$ cat config.mk
export PLATFORM = sky130hd
export DESIGN_NAME = tag_rx
export DESIGN_NICKNAME = d
export VERILOG_FILES = /design/src/tag_rx_pkg.sv /design/src/cplx_mixer.sv /design/src/dds_sincos.sv /design/src/scale_round_clip.sv /design/src/tag_rx.sv /design/src/tag_rx_seq.sv
export SDC_FILE = /design/constraint.sdc
export NUM_CORES = 2
export LEC_CHECK = 0
export BUFFER_PORTS_ARGS = -buffer_cell sky130_fd_sc_hd__buf_4
export CORE_ASPECT_RATIO = 0.7
export CORE_MARGIN = 3
export CORE_UTILIZATION = 46
export CTS_CLUSTER_DIAMETER = 80
export DETAILED_ROUTE_END_ITERATION = 8
export PLACE_DENSITY_LB_ADDON = 0.05
export SETUP_SLACK_MARGIN = 0.05
export SKIP_LAST_GASP = 1
export SYNTH_ARGS = -nofsm -noshare
export SYNTH_HDL_FRONTEND = slang
export SYNTH_SLANG_ARGS = --single-unit
$ cat constraint.sdc
create_clock -name clk -period 7.6 [get_ports clk]
set_input_delay 1.52 -clock clk [delete_from_list [all_inputs] [get_ports clk]]
set_output_delay 1.52 -clock clk [all_outputs]
set_load 0.01 [all_outputs]
$ cat src/tag_rx_pkg.sv
package tag_rx_pkg;

  // sample and tone widths.
  localparam int DATA_W   = 16;
  localparam int PHASE_W  = 24;
  localparam int TRIG_W   = 16;
  localparam int LUT_BITS = 8;

  // mixer results carry the full product sum, one bit above two products.
  localparam int WIDE_W = DATA_W + TRIG_W + 1;

  // one complex sample at the data width.
  typedef struct packed {
    logic                     valid;
    logic                     last;
    logic signed [DATA_W-1:0] i;
    logic signed [DATA_W-1:0] q;
  } iq_t;

  // mixer output before scaling.
  typedef struct packed {
    logic                     valid;
    logic                     last;
    logic signed [WIDE_W-1:0] i;
    logic signed [WIDE_W-1:0] q;
  } wide_iq_t;

  // the local tone, aligned with the sample it belongs to.
  typedef struct packed {
    logic                     valid;
    logic                     last;
    logic signed [TRIG_W-1:0] sin;
    logic signed [TRIG_W-1:0] cos;
  } trig_t;

  // IDLE and SYMB_END both mean the next sample opens a symbol.
  typedef enum logic [1:0] {
    IDLE,
    RUN,
    SYMB_END
  } seq_state_e;

endpackage

$ cat src/cplx_mixer.sv
module cplx_mixer (
  input  logic                 clk,
  input  logic                 i_rst,
  input  tag_rx_pkg::trig_t    i_trig,
  input  tag_rx_pkg::iq_t      i_sample,
  output tag_rx_pkg::wide_iq_t o_mix
);
  import tag_rx_pkg::*;

  logic signed [WIDE_W-1:0] i_cos, q_sin, q_cos, i_sin;
  logic signed [WIDE_W-1:0] mix_i, mix_q;
  wide_iq_t                 mix_q_reg;

  // products are sign extended to the wide width before the sums.
  assign i_cos = i_sample.i * i_trig.cos;
  assign q_sin = i_sample.q * i_trig.sin;
  assign q_cos = i_sample.q * i_trig.cos;
  assign i_sin = i_sample.i * i_trig.sin;

  // multiply by cos - j*sin, the conjugate of the local tone.
  assign mix_i = i_cos + q_sin;
  assign mix_q = q_cos - i_sin;

  always_ff @(posedge clk) begin
    if (i_rst) begin
      mix_q_reg.valid <= 1'b0;
    end else begin
      mix_q_reg.valid <= i_sample.valid & i_trig.valid;
    end
    mix_q_reg.last <= i_trig.last;
    mix_q_reg.i    <= mix_i;
    mix_q_reg.q    <= mix_q;
  end

  assign o_mix = mix_q_reg;

endmodule

$ cat src/dds_sincos.sv
module dds_sincos (
  input  logic                           clk,
  input  logic                           i_rst,
  input  logic [tag_rx_pkg::PHASE_W-1:0] i_phase,
  input  tag_rx_pkg::iq_t                i_sample,
  output tag_rx_pkg::trig_t              o_trig,
  output tag_rx_pkg::iq_t                o_sample
);
  import tag_rx_pkg::*;

  localparam int  LUT_N = 2 ** LUT_BITS;
  localparam real PI    = 3.14159265358979;
  localparam real FULL  = real'((2 ** (TRIG_W - 1)) - 1);

  // round to nearest, halves away from zero.
  function automatic logic signed [TRIG_W-1:0] to_fixed(input real x);
    real y;
    y = x * FULL;
    if (y >= 0.0) begin
      return TRIG_W'($rtoi(y + 0.5));
    end
    return TRIG_W'(-$rtoi(0.5 - y));
  endfunction

  logic signed [TRIG_W-1:0] sin_lut [LUT_N];
  logic signed [TRIG_W-1:0] cos_lut [LUT_N];
  logic [LUT_BITS-1:0]      addr;
  trig_t                    trig_q;
  iq_t                      sample_q;

  // one full cycle, so no quadrant folding is needed.
  for (genvar k = 0; k < LUT_N; k++) begin : g_lut
    localparam real ANG = 2.0 * PI * k / LUT_N;
    localparam logic signed [TRIG_W-1:0] SIN_V = to_fixed($sin(ANG));
    localparam logic signed [TRIG_W-1:0] COS_V = to_fixed($cos(ANG));
    assign sin_lut[k] = SIN_V;
    assign cos_lut[k] = COS_V;
  end

  assign addr = i_phase[PHASE_W-1 -: LUT_BITS];

  always_ff @(posedge clk) begin
    if (i_rst) begin
      trig_q.valid   <= 1'b0;
      sample_q.valid <= 1'b0;
    end else begin
      trig_q.valid   <= i_sample.valid;
      sample_q.valid <= i_sample.valid;
    end
    trig_q.last   <= i_sample.last;
    trig_q.sin    <= sin_lut[addr];
    trig_q.cos    <= cos_lut[addr];
    sample_q.last <= i_sample.last;
    sample_q.i    <= i_sample.i;
    sample_q.q    <= i_sample.q;
  end

  assign o_trig   = trig_q;
  assign o_sample = sample_q;

endmodule

$ cat src/scale_round_clip.sv
module scale_round_clip #(
  parameter int SCALE_NUM   = 1,
  parameter int SCALE_SHIFT = 15
) (
  input  logic                 clk,
  input  logic                 i_rst,
  input  tag_rx_pkg::wide_iq_t i_mix,
  output tag_rx_pkg::iq_t      o_out
);
  import tag_rx_pkg::*;

  localparam int NUM_W = $clog2(SCALE_NUM + 1) + 1;
  localparam int SUM_W = WIDE_W + NUM_W + 1; // one spare bit for the rounding add.

  localparam logic signed [NUM_W-1:0] GAIN     = NUM_W'(SCALE_NUM);
  localparam logic signed [SUM_W-1:0] HALF     = SUM_W'(1) << (SCALE_SHIFT - 1);
  localparam logic signed [SUM_W-1:0] OUT_MAX  = SUM_W'((2 ** (DATA_W - 1)) - 1);
  localparam logic signed [SUM_W-1:0] OUT_MIN  = -SUM_W'(2 ** (DATA_W - 1));

  // gain, round half up, then saturate one component.
  function automatic logic signed [DATA_W-1:0] scale_one(input logic signed [WIDE_W-1:0] x);
    logic signed [SUM_W-1:0] prod;
    logic signed [SUM_W-1:0] rnd;
    prod = x * GAIN;
    rnd  = (prod + HALF) >>> SCALE_SHIFT;
    if (rnd > OUT_MAX) begin
      return DATA_W'(OUT_MAX);
    end
    if (rnd < OUT_MIN) begin
      return DATA_W'(OUT_MIN);
    end
    return DATA_W'(rnd);
  endfunction

  iq_t out_q;

  always_ff @(posedge clk) begin
    if (i_rst) begin
      out_q.valid <= 1'b0;
    end else begin
      out_q.valid <= i_mix.valid;
    end
    out_q.last <= i_mix.last;
    out_q.i    <= scale_one(i_mix.i);
    out_q.q    <= scale_one(i_mix.q);
  end

  assign o_out = out_q;

endmodule

$ cat src/tag_rx.sv
module tag_rx #(
  parameter int                            NSIG         = 8,
  parameter int                            NSYMB        = 4,
  parameter logic [tag_rx_pkg::PHASE_W-1:0] DPH_INC      = 24'h080000,
  parameter logic [tag_rx_pkg::PHASE_W-1:0] START_PH     = 24'h000000,
  parameter logic [tag_rx_pkg::PHASE_W-1:0] START_PH_INC = 24'h100000,
  parameter int                            RX_SYNC_BITS = 2,
  parameter int                            SCALE_NUM    = 1,
  parameter int                            SCALE_SHIFT  = 15
) (
  input  logic                           clk,
  input  logic                           i_rst,
  input  logic                           i_srst,
  input  tag_rx_pkg::iq_t                i_in,
  output tag_rx_pkg::iq_t                o_out,
  output logic                           o_sync_ready,
  output logic [tag_rx_pkg::PHASE_W-1:0] o_phase,
  output logic [$clog2(NSYMB+1)-1:0]     o_symb_idx
);
  import tag_rx_pkg::*;

  iq_t                seq_sample;
  logic [PHASE_W-1:0] seq_phase;
  trig_t              dds_trig;
  iq_t                dds_sample;
  wide_iq_t           mix;

  tag_rx_seq #(
    .NSIG         (NSIG),
    .NSYMB        (NSYMB),
    .DPH_INC      (DPH_INC),
    .START_PH     (START_PH),
    .START_PH_INC (START_PH_INC),
    .RX_SYNC_BITS (RX_SYNC_BITS)
  ) u_seq (
    .clk          (clk),
    .i_rst        (i_rst),
    .i_srst       (i_srst),
    .i_in         (i_in),
    .o_sample     (seq_sample),
    .o_phase      (seq_phase),
    .o_symb_idx   (o_symb_idx),
    .o_sync_ready (o_sync_ready)
  );

  dds_sincos u_dds (
    .clk      (clk),
    .i_rst    (i_rst),
    .i_phase  (seq_phase),
    .i_sample (seq_sample),
    .o_trig   (dds_trig),
    .o_sample (dds_sample)
  );

  cplx_mixer u_mix (
    .clk      (clk),
    .i_rst    (i_rst),
    .i_trig   (dds_trig),
    .i_sample (dds_sample),
    .o_mix    (mix)
  );

  scale_round_clip #(
    .SCALE_NUM   (SCALE_NUM),
    .SCALE_SHIFT (SCALE_SHIFT)
  ) u_src (
    .clk   (clk),
    .i_rst (i_rst),
    .i_mix (mix),
    .o_out (o_out)
  );

  assign o_phase = seq_phase; // phase of the sample now leaving the sequencer.

endmodule

$ cat src/tag_rx_seq.sv
module tag_rx_seq #(
  parameter int                            NSIG         = 8,
  parameter int                            NSYMB        = 4,
  parameter logic [tag_rx_pkg::PHASE_W-1:0] DPH_INC      = '0,
  parameter logic [tag_rx_pkg::PHASE_W-1:0] START_PH     = '0,
  parameter logic [tag_rx_pkg::PHASE_W-1:0] START_PH_INC = '0,
  parameter int                            RX_SYNC_BITS = 2
) (
  input  logic                             clk,
  input  logic                             i_rst,
  input  logic                             i_srst,
  input  tag_rx_pkg::iq_t                  i_in,
  output tag_rx_pkg::iq_t                  o_sample,
  output logic [tag_rx_pkg::PHASE_W-1:0]   o_phase,
  output logic [$clog2(NSYMB+1)-1:0]       o_symb_idx,
  output logic                             o_sync_ready
);
  import tag_rx_pkg::*;

  localparam int SAMP_W = $clog2(NSIG + 1);
  localparam int SYMB_W = $clog2(NSYMB + 1);

  seq_state_e                state, nxt_state;
  logic [SAMP_W-1:0]         samp_idx, nxt_samp;
  logic [SYMB_W-1:0]         symb_idx, nxt_symb;
  logic [PHASE_W-1:0]        ph_inc, nxt_inc;
  logic [PHASE_W-1:0]        phase, nxt_phase;
  logic [RX_SYNC_BITS-1:0]   frame_cnt;
  logic                      frame_end;
  iq_t                       sample_q;

  // the registers describe the sample last sent out, so the next one is derived here.
  always_comb begin
    if (state != RUN) begin
      nxt_samp  = SAMP_W'(1);
      nxt_phase = START_PH;
      if (symb_idx == SYMB_W'(NSYMB)) begin
        nxt_symb = SYMB_W'(1);
        nxt_inc  = START_PH_INC;
      end else begin
        nxt_symb = symb_idx + 1'b1;
        nxt_inc  = ph_inc + DPH_INC; // chirp step between symbols.
      end
    end else begin
      nxt_samp  = samp_idx + 1'b1;
      nxt_symb  = symb_idx;
      nxt_inc   = ph_inc;
      nxt_phase = phase + ph_inc;
    end
    nxt_state = (nxt_samp == SAMP_W'(NSIG)) ? SYMB_END : RUN;
    frame_end = (nxt_samp == SAMP_W'(NSIG)) && (nxt_symb == SYMB_W'(NSYMB));
  end

  always_ff @(posedge clk) begin
    if (i_rst || i_srst) begin
      state     <= IDLE;
      samp_idx  <= SAMP_W'(NSIG); // first sample then opens symbol 1.
      symb_idx  <= SYMB_W'(NSYMB);
      ph_inc    <= START_PH_INC;
      phase     <= START_PH;
      frame_cnt <= '1;
    end else if (i_in.valid) begin
      state    <= nxt_state;
      samp_idx <= nxt_samp;
      symb_idx <= nxt_symb;
      ph_inc   <= nxt_inc;
      phase    <= nxt_phase;
      if (frame_end) begin
        frame_cnt <= frame_cnt + 1'b1;
      end
    end
  end

  // samples pass on every cycle, gaps included, so the latency stays fixed.
  always_ff @(posedge clk) begin
    if (i_rst) begin
      sample_q.valid <= 1'b0;
    end else begin
      sample_q.valid <= i_in.valid;
    end
    sample_q.last <= i_in.last;
    sample_q.i    <= i_in.i;
    sample_q.q    <= i_in.q;
  end

  assign o_sample     = sample_q;
  assign o_phase      = phase;
  assign o_symb_idx   = symb_idx;
  assign o_sync_ready = &frame_cnt; // high one frame in every 2**RX_SYNC_BITS.

endmodule

==> summary.md <==
| Metric | Value |
|---|---|
| DRC | `0` |
| Fmax | `132 MHz` |
| Sequential fraction of the synthesis area | `0.0824` |
| Crit Path Max Fanout | `10` |
| CP Data Required Time | `8080 ps` |
| Total clock sinks | `214` |
| Post-place setup slack | `-556 ps` |
| Final period util | `0.993` |
| Worst Clk Skew | `32.5 ps` |
| Fin worst setup slack | `51.0 ps` |
| Top Usage Layer GRT | `met1` |
| Hold endpoint | `u_dds.o_sample[18]$_DFF_P_` |
| Grt met2 use | `0.386` |
| Status | `finished clean` |
| DIE WIDTH | `408 um` |
| R2R Path Start | `u_dds.o_trig[21]$_DFF_P_` |
| Vias in the first global route | `42100` |
| Filler cells | `10300` |
| Clock Pin Slew Worst Setup and Hold Paths | `70 ps` |
| Vias per inst | `5.32` |
| Total GRT Usage | `0.286` |
| Fin area | `0.0621 mm^2` |
| Post-synth top area share | `0.404` |
| CTS tree | `built` |
| Worst path arrival time | `8030 ps` |
| Post-Syn Nets | `7456` |
| DP HPWL | `135000 um` |
| Count leader, synth | `inv_1` |
| Post-synth EDFFs | `0` |
| Final setup viols | `0` |
| Placed cell count | `7785` |
| Slew Viols, Final | `0` |
| Layout Nets | `7905` |
| Antenna violations before repair | `1` |
| Io pins | `99` |
| Worst-skew pair later-pin latency | `600 ps` |
| Hold Crit Depth | `0` |
| Clock buffer depth | `3` |
| Final min period | `7550 ps` |
| Grt ovf | `0` |
| Port bufs | `98` |
| Most used cell, CP | `fa_1` |
| Met1 Resource Use GR | `0.468` |
| H-tree depth | `2` |
| Clock root buffer | `clkbuf_16` |
| Synth unique cells | `87` |
| Die area | `0.117 mm^2` |
| Setup_tns | `0 ps` |
| Largest net degree at the start of global routing | `88` |
| Placed Area | `0.0583 mm^2` |
| R2R depth | `30` |
| Synth warn | `0` |
| Reg2Reg Setup Slack | `50 ps` |
| Core area | `0.111 mm^2` |
| Multi-input gate area | `0.0433 mm^2` |
| Iter 0 DRT Violations | `3908` |
| First-pass GRT wire length | `258000 um` |
| Vias | `42200` |
| WL/cell | `21.1 um` |
| Finished Layout Cells | `7937` |
| Gpl congestion | `0.995` |
| DR pass1 iterations | `6` |
| Layout cell share with drive strength beyond 1 | `0.170` |
| Leading area contributor after synthesis | `fa_1` |
| Hold Vio Cnt, Final | `0` |
| Register bit total from synthesis | `214` |
| FF/Latch Area | `0.00440 mm^2` |
| Dominant synthesized flop cell | `dfxtp_1` |
| CTS buffer count | `37` |
| Avg Inst Size Synth | `8.73 um^2` |
| Fraction of registers with async set/reset | `0` |
| Max_cap viols | `0` |
| Synth top area cells | `fa_1 (40%), ha_1 (10%), inv_1 (8.7%)` |
| Tightest Hold Check Type | `register to register` |
| Max_slew headroom | `0.110` |
| GR Util met3 | `0.0624` |
| Worst Tran Pin Value | `1320 ps` |
| Mapped Cells | `5949` |
| Die Y | `287 um` |
| CP Launch Type | `register` |
| Setup crit end kind | `register` |
| RSZ-0062 raised after global routing | `yes` |
| Detail Route Antenna Nets | `0` |
| Launch point of the worst path | `u_dds.o_trig[21]$_DFF_P_` |
| # rows | `102` |
| Area Growth Syn to Fin | `19.5%` |
| Initial core utilization | `0.467` |
| Post-Route WL | `167000 um` |
| Largest stage delay on the critical path | `530 ps` |
| Crit path kind | `register to register` |
| Reg-to-Reg End | `u_mix.o_mix[62]$_DFF_P_` |
| Mapped Area | `0.0520 mm^2` |
| Post-synth top cells | `inv_1 (1202), fa_1 (1048), nand2_1 (667)` |
| Slowest stage cell, crit path | `fa_1` |
| Hold path start | `u_seq.o_sample[18]$_DFF_P_` |
==> worst max-delay path: cells and delay by family (launching register included) <==
family	cells	cell delay [ps]
fa+ha+maj	8	3490
simple gates	4	900
xor+xnor	1	140
buf+inv	6	500
compound gates	11	2020
flops	1	370
==> placed cells by master, fill, tap and decap left out, drive strengths merged, types with 32 or more instances in the layout <==
cell and instances:
nor3 63, nor2b 36, inv 1213, nor2 220, xnor2 143, ha 422, a21oi 250, nand2 667
xor2 68, clkbuf 49, o21ai 204, and2 493, and3 32, nand3 77, nand2b 47, a21o 64
dfxtp 214, fa 1048, buf 697
==> how the worst max path moves through the flow <==
| stage | to | slack [ps] |
|---|---|---|
| after global placement | u_mix.o_mix[62]$_DFF_P_ | -390 |
| after floorplan | u_mix.o_mix[62]$_DFF_P_ | 220 |
| final | u_mix.o_mix[62]$_DFF_P_ | 50 |
| after CTS | u_mix.o_mix[65]$_DFF_P_ | 20 |
| after global routing | u_mix.o_mix[65]$_DFF_P_ | -190 |
| after detailed placement | u_mix.o_mix[65]$_DFF_P_ | -560 |
==> state kept, by name, summed over array words and instances (netlist names) <==
register and count:
u_mix.o_mix 40, u_dds.o_trig 34, u_seq.o_sample 34, u_src.o_out 34, u_dds.o_sample 32, u_seq.o_phase 24, u_seq.ph_inc 5, u_seq.samp_idx 4
u_seq.o_symb_idx 3, u_seq.frame_cnt 2, u_seq.state 2
==> cells by family after synthesis <==
| group | Yosys count | synth area share |
|---|---|---|
| XOR/XNOR | 211 | 0.0356 |
| AO/OA/AOI/OAI | 808 | 0.0993 |
| multiplexers | 36 | 0.00814 |
| AND/OR/NAND/NOR | 1705 | 0.160 |
| buffers and inverters | 1505 | 0.109 |
| adder cells (fa/ha/maj) | 1470 | 0.505 |
| flip-flops | 214 | 0.0824 |
==> stage by stage <==
step / hold slack, ps / util
CTS: 326 / 0.542
global route: 329 / 0.558
detailed placement: 312 / 0.524
finish: 324 / 0.558
global placement: 310 / 0.524
floorplan: 310 / -
==> per-layer routing <==
layer	vias to the layer above	wire (um)
li1	19300	-
met1	21200	83000
met2	1568	64900
met3	122	16800
met4	0	2560
met5	-	0
==> what timing repair did <==
action	in CTS	in global routing
setup buffers	27	44
hold buffers	0	0
pin swaps	55	143
setup endpoints to repair	21	26
resized for setup	124	265
cloned	5	9
==> layout make-up <==
class / count / share of cell area
Antenna cell: 2 / 0.0000806
Multi-Input combinational cell: 4230 / 0.697
Clock inverter: 28 / 0.00471
Clock buffer: 40 / 0.0158
Timing Repair Buffer: 710 / 0.108
Inverter: 1205 / 0.0728
Tap cell: 1508 / 0.0304
Sequential cell: 214 / 0.0708
Power is left out: the tool's default activity adds up to more than one toggle a clock period on the data nets, which glitch-free logic cannot reach.
